$ cat src/cache_cfg_pkg.sv
// Cache geometry
`default_nettype none

package cache_cfg_pkg;

    localparam int ADDR_WIDTH     = 16;
    localparam int WORD_WIDTH     = 32;
    localparam int LINE_BYTES     = 16;
    localparam int LINE_COUNT     = 16;

    // derived sizes, four words in each line
    localparam int WORDS_PER_LINE = LINE_BYTES / (WORD_WIDTH / 8);
    localparam int OFFSET_WIDTH   = $clog2(LINE_BYTES);
    localparam int INDEX_WIDTH    = $clog2(LINE_COUNT);
    localparam int TAG_WIDTH      = ADDR_WIDTH - INDEX_WIDTH - OFFSET_WIDTH;
    localparam int WSEL_WIDTH     = $clog2(WORDS_PER_LINE);

    // byte address split as tag, index and offset from the top down
    typedef logic [ADDR_WIDTH-1:0]                addr_t;
    typedef logic [TAG_WIDTH-1:0]                 tag_t;
    typedef logic [INDEX_WIDTH-1:0]               index_t;
    typedef logic [WSEL_WIDTH-1:0]                wsel_t;

    typedef logic [WORD_WIDTH-1:0]                word_t;

    // word 0 sits in the least significant bits of a line
    typedef logic [WORDS_PER_LINE*WORD_WIDTH-1:0] line_t;

    // address of a whole line with the offset bits dropped
    typedef logic [ADDR_WIDTH-OFFSET_WIDTH-1:0]   line_addr_t;

endpackage

`default_nettype wire
$ cat src/cache_bus_pkg.sv
// Processor and memory bus formats
`default_nettype none

package cache_bus_pkg;

    // processor request, always one aligned 32-bit word
    typedef struct packed {
        logic                   write;
        cache_cfg_pkg::addr_t   addr;
        cache_cfg_pkg::word_t   wdata;
    } cpu_req_t;

    // processor response
    // wack is set when the response closes a write
    typedef struct packed {
        cache_cfg_pkg::word_t   rdata;
        logic                   wack;
    } cpu_rsp_t;

    // memory request carrying either a victim line or a refill address
    typedef struct packed {
        logic                       write;
        cache_cfg_pkg::line_addr_t  addr;
        cache_cfg_pkg::line_t       data;
    } mem_req_t;

    // refill data returned by memory for a read request
    typedef struct packed {
        cache_cfg_pkg::line_t   data;
    } mem_rsp_t;

endpackage

`default_nettype wire

$ cat src/cache_top.sv
// Data cache top level
`timescale 1ns/1ps
`default_nettype none

module cache_top (
    input  logic                        clk,
    input  logic                        n_rst,

    input  cache_bus_pkg::cpu_req_t     i_req,
    input  logic                        i_req_valid,
    output logic                        o_req_ready,
    output cache_bus_pkg::cpu_rsp_t     o_rsp,
    output logic                        o_rsp_valid,
    input  logic                        i_rsp_ready,

    output cache_bus_pkg::mem_req_t     o_mem_req,
    output logic                        o_mem_req_valid,
    input  logic                        i_mem_req_ready,
    input  cache_bus_pkg::mem_rsp_t     i_mem_rsp,
    input  logic                        i_mem_rsp_valid,
    output logic                        o_mem_rsp_ready
);

    import cache_cfg_pkg::*;

    logic       lookup;
    logic       update;
    logic       fill;
    index_t     index;
    tag_t       tag;
    wsel_t      wsel;
    word_t      wdata;
    line_t      fdata;

    logic       hit;
    logic       valid;
    logic       dirty;
    tag_t       victim_tag;
    line_t      victim_line;
    word_t      rdata;

    cache_ctrl u_ctrl (
        .clk             (clk),
        .n_rst           (n_rst),
        .i_req           (i_req),
        .i_req_valid     (i_req_valid),
        .o_req_ready     (o_req_ready),
        .o_rsp           (o_rsp),
        .o_rsp_valid     (o_rsp_valid),
        .i_rsp_ready     (i_rsp_ready),
        .o_mem_req       (o_mem_req),
        .o_mem_req_valid (o_mem_req_valid),
        .i_mem_req_ready (i_mem_req_ready),
        .i_mem_rsp       (i_mem_rsp),
        .i_mem_rsp_valid (i_mem_rsp_valid),
        .o_mem_rsp_ready (o_mem_rsp_ready),
        .o_lookup        (lookup),
        .o_update        (update),
        .o_fill          (fill),
        .o_index         (index),
        .o_tag           (tag),
        .o_wsel          (wsel),
        .o_wdata         (wdata),
        .o_fdata         (fdata),
        .i_hit           (hit),
        .i_valid         (valid),
        .i_dirty         (dirty),
        .i_victim_tag    (victim_tag),
        .i_victim_line   (victim_line),
        .i_rdata         (rdata)
    );

    cache_array u_array (
        .clk           (clk),
        .n_rst         (n_rst),
        .i_lookup      (lookup),
        .i_update      (update),
        .i_fill        (fill),
        .i_index       (index),
        .i_tag         (tag),
        .i_wsel        (wsel),
        .i_wdata       (wdata),
        .i_fdata       (fdata),
        .o_hit         (hit),
        .o_valid       (valid),
        .o_dirty       (dirty),
        .o_victim_tag  (victim_tag),
        .o_victim_line (victim_line),
        .o_rdata       (rdata)
    );

endmodule

`default_nettype wire

$ cat src/cache_ctrl.sv
// Cache controller FSM
`timescale 1ns/1ps
`default_nettype none

module cache_ctrl (
    input  logic                        clk,
    input  logic                        n_rst,

    input  cache_bus_pkg::cpu_req_t     i_req,
    input  logic                        i_req_valid,
    output logic                        o_req_ready,
    output cache_bus_pkg::cpu_rsp_t     o_rsp,
    output logic                        o_rsp_valid,
    input  logic                        i_rsp_ready,

    output cache_bus_pkg::mem_req_t     o_mem_req,
    output logic                        o_mem_req_valid,
    input  logic                        i_mem_req_ready,
    input  cache_bus_pkg::mem_rsp_t     i_mem_rsp,
    input  logic                        i_mem_rsp_valid,
    output logic                        o_mem_rsp_ready,

    output logic                        o_lookup,
    output logic                        o_update,
    output logic                        o_fill,
    output cache_cfg_pkg::index_t       o_index,
    output cache_cfg_pkg::tag_t         o_tag,
    output cache_cfg_pkg::wsel_t        o_wsel,
    output cache_cfg_pkg::word_t        o_wdata,
    output cache_cfg_pkg::line_t        o_fdata,
    input  logic                        i_hit,
    input  logic                        i_valid,
    input  logic                        i_dirty,
    input  cache_cfg_pkg::tag_t         i_victim_tag,
    input  cache_cfg_pkg::line_t        i_victim_line,
    input  cache_cfg_pkg::word_t        i_rdata
);

    import cache_cfg_pkg::*;
    import cache_bus_pkg::*;

    typedef enum logic [2:0] {
        IDLE,
        LOOKUP,
        COMPARE,
        WRITEBACK,
        REFILL_REQ,
        REFILL_WAIT,
        FILL,
        RESPOND
    } state_t;

    state_t     state;
    state_t     state_next;
    cpu_req_t   req_q;
    word_t      rdata_q;
    line_t      fill_q;

    logic       req_fire;
    logic       rsp_fire;
    logic       mem_req_fire;
    logic       mem_rsp_fire;
    logic       miss;
    logic       victim_wb;
    logic       rsp_load;

    assign req_fire     = i_req_valid && o_req_ready;
    assign rsp_fire     = o_rsp_valid && i_rsp_ready;
    assign mem_req_fire = o_mem_req_valid && i_mem_req_ready;
    assign mem_rsp_fire = i_mem_rsp_valid && o_mem_rsp_ready;

    assign miss      = (state == COMPARE) && !i_hit;
    assign victim_wb = i_valid && i_dirty;
    // the response register loads on the first cycle of RESPOND
    assign rsp_load  = (state == RESPOND) && !o_rsp_valid;

    always_comb begin
        state_next = state;
        case (state)
            IDLE:        if (req_fire) state_next = LOOKUP;
            LOOKUP:      state_next = COMPARE;
            COMPARE: begin
                if (i_hit) begin
                    state_next = RESPOND;
                end else if (victim_wb) begin
                    state_next = WRITEBACK;
                end else begin
                    state_next = REFILL_REQ;
                end
            end
            WRITEBACK:   if (mem_req_fire) state_next = REFILL_REQ;
            REFILL_REQ:  if (mem_req_fire) state_next = REFILL_WAIT;
            REFILL_WAIT: if (mem_rsp_fire) state_next = FILL;
            // after the fill the access runs again and completes as a hit
            FILL:        state_next = LOOKUP;
            RESPOND:     if (rsp_fire) state_next = IDLE;
            default:     state_next = IDLE;
        endcase
    end

    always_ff @(posedge clk, negedge n_rst) begin
        if (!n_rst) begin
            state           <= IDLE;
            o_rsp_valid     <= 1'b0;
            o_mem_req_valid <= 1'b0;
        end else begin
            state <= state_next;
            if (rsp_load) begin
                o_rsp_valid <= 1'b1;
            end else if (rsp_fire) begin
                o_rsp_valid <= 1'b0;
            end
            if (miss) begin
                o_mem_req_valid <= 1'b1;
            end else if ((state == REFILL_REQ) && mem_req_fire) begin
                o_mem_req_valid <= 1'b0;
            end
        end
    end

    always_ff @(posedge clk) begin
        if (req_fire) begin
            req_q <= i_req;
        end
        if ((state == COMPARE) && i_hit) begin
            rdata_q <= req_q.write ? '0 : i_rdata;
        end
        if (rsp_load) begin
            o_rsp.rdata <= rdata_q;
            o_rsp.wack  <= req_q.write;
        end
        if (mem_rsp_fire) begin
            fill_q <= i_mem_rsp.data;
        end
        // a dirty victim goes out first, the refill read follows once it is taken
        if (miss && victim_wb) begin
            o_mem_req.write <= 1'b1;
            o_mem_req.addr  <= {i_victim_tag, o_index};
            o_mem_req.data  <= i_victim_line;
        end else if (miss || ((state == WRITEBACK) && mem_req_fire)) begin
            o_mem_req.write <= 1'b0;
            o_mem_req.addr  <= {o_tag, o_index};
            o_mem_req.data  <= '0;
        end
    end

    assign o_req_ready     = (state == IDLE);
    assign o_mem_rsp_ready = (state == REFILL_WAIT);

    assign o_lookup = (state == LOOKUP);
    assign o_update = (state == COMPARE) && i_hit && req_q.write;
    assign o_fill   = (state == FILL);

    assign o_tag   = req_q.addr[ADDR_WIDTH-1 -: TAG_WIDTH];
    assign o_index = req_q.addr[OFFSET_WIDTH +: INDEX_WIDTH];
    assign o_wsel  = req_q.addr[OFFSET_WIDTH-1 -: WSEL_WIDTH];
    assign o_wdata = req_q.wdata;
    assign o_fdata = fill_q;

endmodule

`default_nettype wire

$ cat src/cache_array.sv
// Direct-mapped cache storage
`timescale 1ns/1ps
`default_nettype none

module cache_array (
    input  logic                    clk,
    input  logic                    n_rst,

    input  logic                    i_lookup,
    input  logic                    i_update,
    input  logic                    i_fill,
    input  cache_cfg_pkg::index_t   i_index,
    input  cache_cfg_pkg::tag_t     i_tag,
    input  cache_cfg_pkg::wsel_t    i_wsel,
    input  cache_cfg_pkg::word_t    i_wdata,
    input  cache_cfg_pkg::line_t    i_fdata,

    output logic                    o_hit,
    output logic                    o_valid,
    output logic                    o_dirty,
    output cache_cfg_pkg::tag_t     o_victim_tag,
    output cache_cfg_pkg::line_t    o_victim_line,
    output cache_cfg_pkg::word_t    o_rdata
);

    import cache_cfg_pkg::*;

    index_t                 idx_q;
    tag_t                   tag_q;
    logic [LINE_COUNT-1:0]  valid_q;
    logic [LINE_COUNT-1:0]  dirty_q;

    tag_t                   tag_rd;
    line_t                  line_rd;
    line_t                  line_wr;
    logic                   upd_we;
    logic                   data_we;

    // index and tag follow the RAM read so the results match the looked-up line
    always_ff @(posedge clk, negedge n_rst) begin
        if (!n_rst) begin
            idx_q <= '0;
            tag_q <= '0;
        end else if (i_lookup) begin
            idx_q <= i_index;
            tag_q <= i_tag;
        end
    end

    assign o_valid       = valid_q[idx_q];
    assign o_dirty       = dirty_q[idx_q];
    assign o_hit         = valid_q[idx_q] && (tag_rd == tag_q);
    assign o_victim_tag  = tag_rd;
    assign o_victim_line = line_rd;

    // a word update only lands when the looked-up line really holds the address
    assign upd_we  = i_update && o_hit;
    assign data_we = upd_we || i_fill;

    assign o_rdata = line_rd[i_wsel*WORD_WIDTH +: WORD_WIDTH];

    // fill takes the whole refill line, an update replaces one word of the old line
    always_comb begin
        line_wr = line_rd;
        if (i_fill) begin
            line_wr = i_fdata;
        end else begin
            line_wr[i_wsel*WORD_WIDTH +: WORD_WIDTH] = i_wdata;
        end
    end

    always_ff @(posedge clk, negedge n_rst) begin
        if (!n_rst) begin
            valid_q <= '0;
            dirty_q <= '0;
        end else if (i_fill) begin
            valid_q[i_index] <= 1'b1;
            dirty_q[i_index] <= 1'b0;
        end else if (upd_we) begin
            dirty_q[i_index] <= 1'b1;
        end
    end

    dp_ram #(
        .DATA_WIDTH ($bits(tag_t)),
        .DEPTH      (LINE_COUNT)
    ) tag_ram (
        .clk        (clk),
        .n_rst      (n_rst),
        .i_rd_en    (i_lookup),
        .i_rd_addr  (i_index),
        .o_rd_data  (tag_rd),
        .i_wr_en    (i_fill),
        .i_wr_addr  (i_index),
        .i_wr_data  (i_tag)
    );

    dp_ram #(
        .DATA_WIDTH ($bits(line_t)),
        .DEPTH      (LINE_COUNT)
    ) data_ram (
        .clk        (clk),
        .n_rst      (n_rst),
        .i_rd_en    (i_lookup),
        .i_rd_addr  (i_index),
        .o_rd_data  (line_rd),
        .i_wr_en    (data_we),
        .i_wr_addr  (i_index),
        .i_wr_data  (line_wr)
    );

endmodule

`default_nettype wire

$ cat src/dp_ram.sv
// Two-port RAM with registered read
`timescale 1ns/1ps
`default_nettype none

module dp_ram #(
    parameter int DATA_WIDTH = 32,
    parameter int DEPTH      = 16
) (
    input  logic                        clk,
    input  logic                        n_rst,

    input  logic                        i_rd_en,
    input  logic [$clog2(DEPTH)-1:0]    i_rd_addr,
    output logic [DATA_WIDTH-1:0]       o_rd_data,

    input  logic                        i_wr_en,
    input  logic [$clog2(DEPTH)-1:0]    i_wr_addr,
    input  logic [DATA_WIDTH-1:0]       i_wr_data
);

    logic [DATA_WIDTH-1:0] mem [DEPTH];

    always_ff @(posedge clk) begin
        if (i_wr_en) begin
            mem[i_wr_addr] <= i_wr_data;
        end
    end

    // the read port holds its last value while no read is enabled
    always_ff @(posedge clk, negedge n_rst) begin
        if (!n_rst) begin
            o_rd_data <= '0;
        end else if (i_rd_en) begin
            o_rd_data <= mem[i_rd_addr];
        end
    end

endmodule

`default_nettype wire

$ cat config.mk
export PLATFORM = sky130hd
export DESIGN_NAME = cache_top
export DESIGN_NICKNAME = d
export VERILOG_FILES = /design/src/cache_cfg_pkg.sv /design/src/cache_bus_pkg.sv /design/src/cache_top.sv /design/src/cache_ctrl.sv /design/src/cache_array.sv /design/src/dp_ram.sv
export SDC_FILE = /design/constraint.sdc
export NUM_CORES = 2
export LEC_CHECK = 0
export ABC_CLOCK_PERIOD_IN_PS = 15800
export BUFFER_PORTS_ARGS = -buffer_cell sky130_fd_sc_hd__buf_2
export CAP_MARGIN = 10
export CORE_UTILIZATION = 62
export CTS_CLUSTER_DIAMETER = 120
export CTS_CLUSTER_SIZE = 25
export DETAILED_ROUTE_END_ITERATION = 8
export PLACE_DENSITY = 0.8
export SYNTH_ARGS = -nofsm -noshare
export SYNTH_HDL_FRONTEND = slang
export SYNTH_HIERARCHICAL = 1
export SYNTH_SLANG_ARGS = --single-unit
$ cat constraint.sdc
create_clock -name clk -period 15.8 [get_ports clk]
set_input_delay 3.16 -clock clk [delete_from_list [all_inputs] [get_ports clk]]
set_output_delay 3.16 -clock clk [all_outputs]
set_load 0.02 [all_outputs]
* Word level (Yosys, flattened, before mapping)
Memory sizes are Yosys's and may differ from the RTL's. A register that Yosys moved wholly into a read port is not among the register bits. Cells that the tools add are included.
Word-level totals: output and inout bits 178, flip-flop bits (word level) 432, memories kept 2, logic and storage cells 98, input port bits 183, bits in writable memories 2176
Operators by class: bitwise operators 4, shifts and indexed selects 3, multiplexer cells 28, order comparisons 3, eq/ne operators 13, $add $sub $neg 1, reductions and logical operators 27
Memories:
- u_array.data_ram.mem | depth 16, width 128, read ports 1, clocked after Yosys merged registers in 1, write ports 1, line dp_ram.sv:21 | logic [DATA_WIDTH-1:0] mem [DEPTH];
- u_array.tag_ram.mem | depth 16, width 8, read ports 1, clocked after Yosys merged registers in 1, write ports 1, line dp_ram.sv:21
Operators with widths (number):
- 2-to-1 mux 140 bit | 2
- bitwise mux 128 bit | 1
- 2-to-1 mux 128 bit | 1
- variable shift 32 x 34 -> 128 bit (first input constant) | 1
- indexed part select 128 x 8 -> 32 bit | 1
- indexed part select 32 x 34 -> 128 bit | 1
- negator 7 -> 34 bit | 1
- 2-to-1 mux 16 bit | 2
- OR 16 bit | 2
- one-hot mux 3 bit (8 select lines) | 1
- 2-to-1 mux 3 bit | 7
- AND 16 bit | 1
- inverter 16 bit | 1
- logical AND 1 bit | 15
- equality test 3 bit (second input constant) | 4
- 2-to-1 mux 1 bit | 11
- < comparator 4 x 5 -> 1 bit (second input constant) | 2
- binary-select mux 1 bit (select 4 bit) | 2
- equality test 8 bit | 1
- nonzero test 2 bit | 4
- equality test 3 x 2 -> 1 bit (second input constant) | 2
- != test 2 x 1 -> 1 bit (second input constant) | 3
- AND reduction 5 bit | 1
- demux 1 bit (select 4 bit) | 1
- other kinds (6) | 11

* Longest topological paths before layout
depth after elaboration 9, depth in mapped cells 11, gate-level depth less buffers 9

* Modules after synthesis
Netlist, hierarchy kept.
Modules (own cells, without submodules):
- dp_ram at u_array.data_ram | sequential area each 64702.1 um^2, area an instance 81673.3 um^2, times used 1, cells an instance 3788
- cache_ctrl | sequential area each 11556.1 um^2, area an instance 13395.3 um^2, times used 1, cells an instance 668
- cache_array | sequential area each 1101.1 um^2, area an instance 5756.8 um^2, times used 1, cells an instance 793
- dp_ram at u_array.tag_ram | sequential area each 4043.9 um^2, area an instance 5331.4 um^2, times used 1, cells an instance 240

* Least setup slack after synthesis
Ideal clock, no wire load.
path type input -> register, from input i_mem_rsp_valid, to register u_ctrl.fill_q[0], in the netlist u_ctrl/o_fdata[0], enable pin, stages on the path 2, setup time 0.772 ns, buffers on the path 0, arrival 11.795 ns, required time 15.028 ns, setup slack 3.233 ns, cells stage by stage inv_1 -> nor3_1
On the way: longest elaborated chain between the ends 1
Ends and longest elaborated chain:
- start, declared | line cache_top.sv:20 | input logic i_mem_rsp_valid,
- logical AND 1 bit | line cache_ctrl.sv:70 | assign mem_rsp_fire = i_mem_rsp_valid && o_mem_rsp_ready;
- via u_ctrl.mem_rsp_fire | line cache_ctrl.sv:62 | logic mem_rsp_fire;
- end signal, assigned | line cache_ctrl.sv:133 | fill_q <= i_mem_rsp.data;
- end, declared | line cache_ctrl.sv:57 | line_t fill_q;
The timed path passes the listed nets, and every way through them passes these cells. A chain may end at the register's enable or synchronous reset.

* Worst setup path in the final report
from register u_array.tag_ram.o_rd_data[7] (read register of u_array.tag_ram.mem), to memory u_array/data_ram/mem[4][121] (netlist name), enable pin
On the way: longest elaborated chain between the ends 8
Ends and longest elaborated chain:
- start, declared | line dp_ram.sv:14 | output logic [DATA_WIDTH-1:0] o_rd_data,
- equality test 8 bit | line cache_array.sv:52 | assign o_hit = valid_q[idx_q] && (tag_rd == tag_q);
- logical AND 1 bit | line cache_array.sv:52
- via hit | line cache_top.sv:35 | logic hit;
- logical AND 1 bit (2 in a row) | line cache_ctrl.sv:151 | assign o_update = (state == COMPARE) && i_hit && req_q.write;
- via update | line cache_top.sv:27 | logic update;
- logical AND 1 bit | line cache_array.sv:57 | assign upd_we = i_update && o_hit;
- logical OR 1 bit | line cache_array.sv:58 | assign data_we = upd_we || i_fill;
- via u_array.data_we | line cache_array.sv:37 | logic data_we;
- 2-to-1 mux 1 bit | line dp_ram.sv:24 | if (i_wr_en) begin
- 2-to-1 mux 1 bit (implied by the code) | line dp_ram.sv:25 | mem[i_wr_addr] <= i_wr_data;
- end, declared | line dp_ram.sv:21
The timed path passes the listed nets, and every way through them passes these cells.

==> results.yml <==
power:
  power_density_nw_per_um2: 101
  max-vdd-ir-drop_v: 0.0000944
  power.leakage_nw: 33.5
routing:
  viasPerCell: 7.03
  dr.pass1.iters: 8
  avgRoutedWirePerCell_um: 35.0
  drt_iter0_markers: 9015
  num_vias: 57100
  drc: 0
  routed_wl_mm: 284
  postRouteAntennaNets: 0
cells_and_area:
  syn_to_final_growth_pct: 7.37
  fillerInstances: 10400
  seq_area_sq_um: 81400
  multi_input_area_sq_um: 22800
  final_cells: 8118
  layout-drive-gt1-share_pct: 19.7
  layout.nets: 5961
cts:
  cts_root_buf: "clkbuf_16"
  cts_buffers: 121
  cts.repair.resized: 0
  cts_tree: "built"
  cts_buffer_depth: 3
  clkTransAtPathRegs_ns: 0.10
  cts-htree-levels: 3
  postCtsSetupBuffers: 0
  clock-sinks: 2742
  worstSkewPairLatency_ns: 0.82
  cts_hold_buf: 0
placed_design:
  placedCellCount: 7865
  dp_hpwl_mm: 162
  io_buffer_count: 358
  gp_congestion: 0.851
floorplanning:
  die_y_um: 416
  dieArea_sq_um: 173000
  die_w_um: 416
  fp.coreArea_sq_um: 170000
  io_pins: 361
  rows: 151
  start_util_pct: 62.6
grt:
  overflow: 0
  grt_pass1_wl_mm: 399
  grt_use_total_pct: 32.6
  antenna_found_initial: 15
  grt_max_degree: 137
  grt_pass1_vias: 56200
worst_setup_path:
  crit_fanout: 50
  crit_chain: "xor2_1 -> nor4_1 -> o211ai_4 -> inv_2 -> and3_1 -> inv_1 -> o21bai_1 -> nand3b_1 -> nor3_2 -> buf_4 -> buf_4 -> buf_4"
  slowest_delay_ns: 0.98
  worstPathArrival_ns: 7.03
  endpoint_kind: "flop"
  r2r_cells: 12
  worstSetupStartpointType: "flop"
  required_ns: 16.22
  cpMostUsedCell: "buf_4"
  slowest_stage: "buf_4"
  worstSetupPathType: "reg2reg"
timing:
  final.min_clock_period_ns: 6.61
  final.period_utilization_pct: 41.8
  setup_tns_ns: 0
  rsz0062_at_grt: "false"
  setup_viol: 0
  slew_headroom_pct: 10.1
  hold_viol_final: 0
  skew_ns: 0.0520
  report.final.slew_viol_count: 0
  worst_pin_slew_ns: 1.34
  clock.fmax_ghz: 0.151
synth:
  synth_async_sr_flop_share_pct: 6.75
  synth.cell_area_sq_um: 106000
  syn_nets: 5677
  synth_top_area_cell: "edfxtp_1"
  synth_edf_count: 2556
  yosys_register_bits: 2742
  synth_ff_type: "edfxtp_1"
  syn_area_per_cell_sq_um: 19.3
  synthCells: 5489
  yosys-top-cells-area: "edfxtp_1 (72%), mux4_2 (8.5%), dfrtp_1 (4.4%)"
  yosysSeqAreaShare_pct: 76.7
  synth.distinct_cells: 58
  yosysTopAreaCellShare_pct: 72.3
  ys_warn_count: 6
hold_path:
  worstHoldPathCells: 0
  hold_path_class: "reg2reg"
outcome:
  status: "completed"
run:
  maxCapViolCount: 0
[sequential cells by signal, indices dropped and copies added (netlist names), 2 cells and up, named ones only]
register,count
u_ctrl/o_wsel,2
u_ctrl/o_index,4
u_ctrl/o_mem_req,141
u_array/data_ram/mem,2048
u_array/tag_q,8
u_ctrl/rdata_q,32
u_array/data_ram/o_rd_data,128
u_array/idx_q,4
u_array/tag_ram/mem,128
u_ctrl/o_tag,8
u_ctrl/state,3
u_array/valid_q,16
u_array/tag_ram/o_rd_data,8
u_ctrl/o_wdata,32
u_ctrl/o_fdata,128
u_ctrl/o_rsp,33
[path summary, 6_finish.rpt]
check	from	endpoint	slack, ns
setup reg to reg	u_array/tag_ram/o_rd_data[7]	u_array/data_ram/mem[4][121]	9.19
hold / removal	u_ctrl/rdata_q[28]	u_ctrl/o_rsp[29]	0.40
hold reg to reg	u_ctrl/rdata_q[28]	u_ctrl/o_rsp[29]	0.40
max in group asynchronous	n_rst	u_array/valid_q[13]	11.25
min in group asynchronous	n_rst	u_array/data_ram/o_rd_data[81]	2.32
setup / recovery	u_array/tag_ram/o_rd_data[7]	u_array/data_ram/mem[4][121]	9.19
[routing by layer]
layer / GRT usage (%) / share of wire (%)
met5: 0 / 0.0060
met2: 51.9 / 48
met3: 5.30 / 12
met1: 41.8 / 33
met4: 22.5 / 8.2
[placed cells by master, fill, tap and decap left out, types with 4 or more instances in the layout]
| cell type | n |
|---|---|
| a211oi_1 | 46 |
| a21oi_1 | 167 |
| a221oi_1 | 39 |
| a221oi_2 | 8 |
| and2_1 | 130 |
| buf_12 | 10 |
| buf_2 | 357 |
| buf_4 | 168 |
| clkbuf_1 | 91 |
| clkbuf_16 | 123 |
| dfrtp_1 | 185 |
| diode_2 | 28 |
| edfxtp_1 | 2556 |
| ha_2 | 4 |
| inv_1 | 7 |
| mux2_2 | 28 |
| mux2i_1 | 439 |
| mux4_1 | 6 |
| mux4_2 | 401 |
| nand2_1 | 149 |
| nand2b_1 | 20 |
| nand3_1 | 8 |
| nand3b_1 | 7 |
| nor2_1 | 130 |
| nor2_4 | 15 |
| nor2b_1 | 210 |
| nor3_1 | 14 |
| nor3_2 | 7 |
| o21ai_0 | 80 |
| o21ai_1 | 69 |
| o21bai_1 | 11 |
| o22ai_1 | 224 |
| o31ai_1 | 9 |
| o32ai_1 | 82 |
| o41ai_1 | 7 |
| xor2_1 | 8 |
[power by group]
group          leakage (nW)         switching (mW)  total, mW  internal [mW]
clock network          1.69                   2.15       3.64           1.49
registers              21.5  0.0000000000000000172       7.81           7.81
logic                  10.3                 0.0313     0.0478         0.0164
total                  33.5                   2.18       11.5           9.32
[kinds of logic after synthesis]
kind of cell / synth area share, %
AOI/OAI and AO/OA: 4.55
adders and majority gates: 0.0589
muxes: 13.1
xor gates and xnor gates: 0.0660
DFF: 76.7
buffers and inverters: 2.01
and+or+nand+nor: 3.53
[synthesized netlist by cell type (12+ instances only)]
cell and number:
a211oi_1 46, a21oi_1 167, a221oi_1 39, and2_1 134, buf_1 12, buf_2 83
buf_4 105, buf_6 18, clkbuf_1 149, dfrtp_1 185, edfxtp_1 2556, mux2_2 28
mux2i_1 439, mux4_2 401, nand2_1 151, nand2b_1 23, nor2_1 145, nor2b_1 210
nor3_1 21, o21ai_0 99, o21ai_1 50, o22ai_1 224, o32ai_1 82
[through the flow]
stage,total power [mW],hold slack [ns],setup WS [ns],area (sq um),utilization [%]
global placement,8.03,0.404,9.49,110000,65.0
finish,11.5,0.403,9.19,114000,67.2
floorplan,7.98,0.400,3.23,106000,-
CTS,11.5,0.396,9.30,114000,67.1
detailed placement,8.03,0.405,9.41,110000,65.0
global route,11.7,0.423,9.03,114000,67.1
[final cells by class]
cell class / instances / area share (%)
tap: 2218 / 2.43
multi-input combinational: 2360 / 20.0
clock buffer: 214 / 3.00
sequential: 2742 / 71.4
antenna: 28 / 0.0615
inverter: 9 / 0.0318
clock inverter: 8 / 0.127
timing repair buffer: 539 / 2.88
[critical path, delay by kind of cell, from the launching register on]
kind | cells | cell delay [ns]
DFF | 1 | 0.42
and+or+nand+nor | 4 | 2.03
AOI/OAI and AO/OA | 2 | 0.69
buffers and inverters | 5 | 2.84
xor gates and xnor gates | 1 | 0.16
Note: power is estimated with default switching activity, not from simulation.
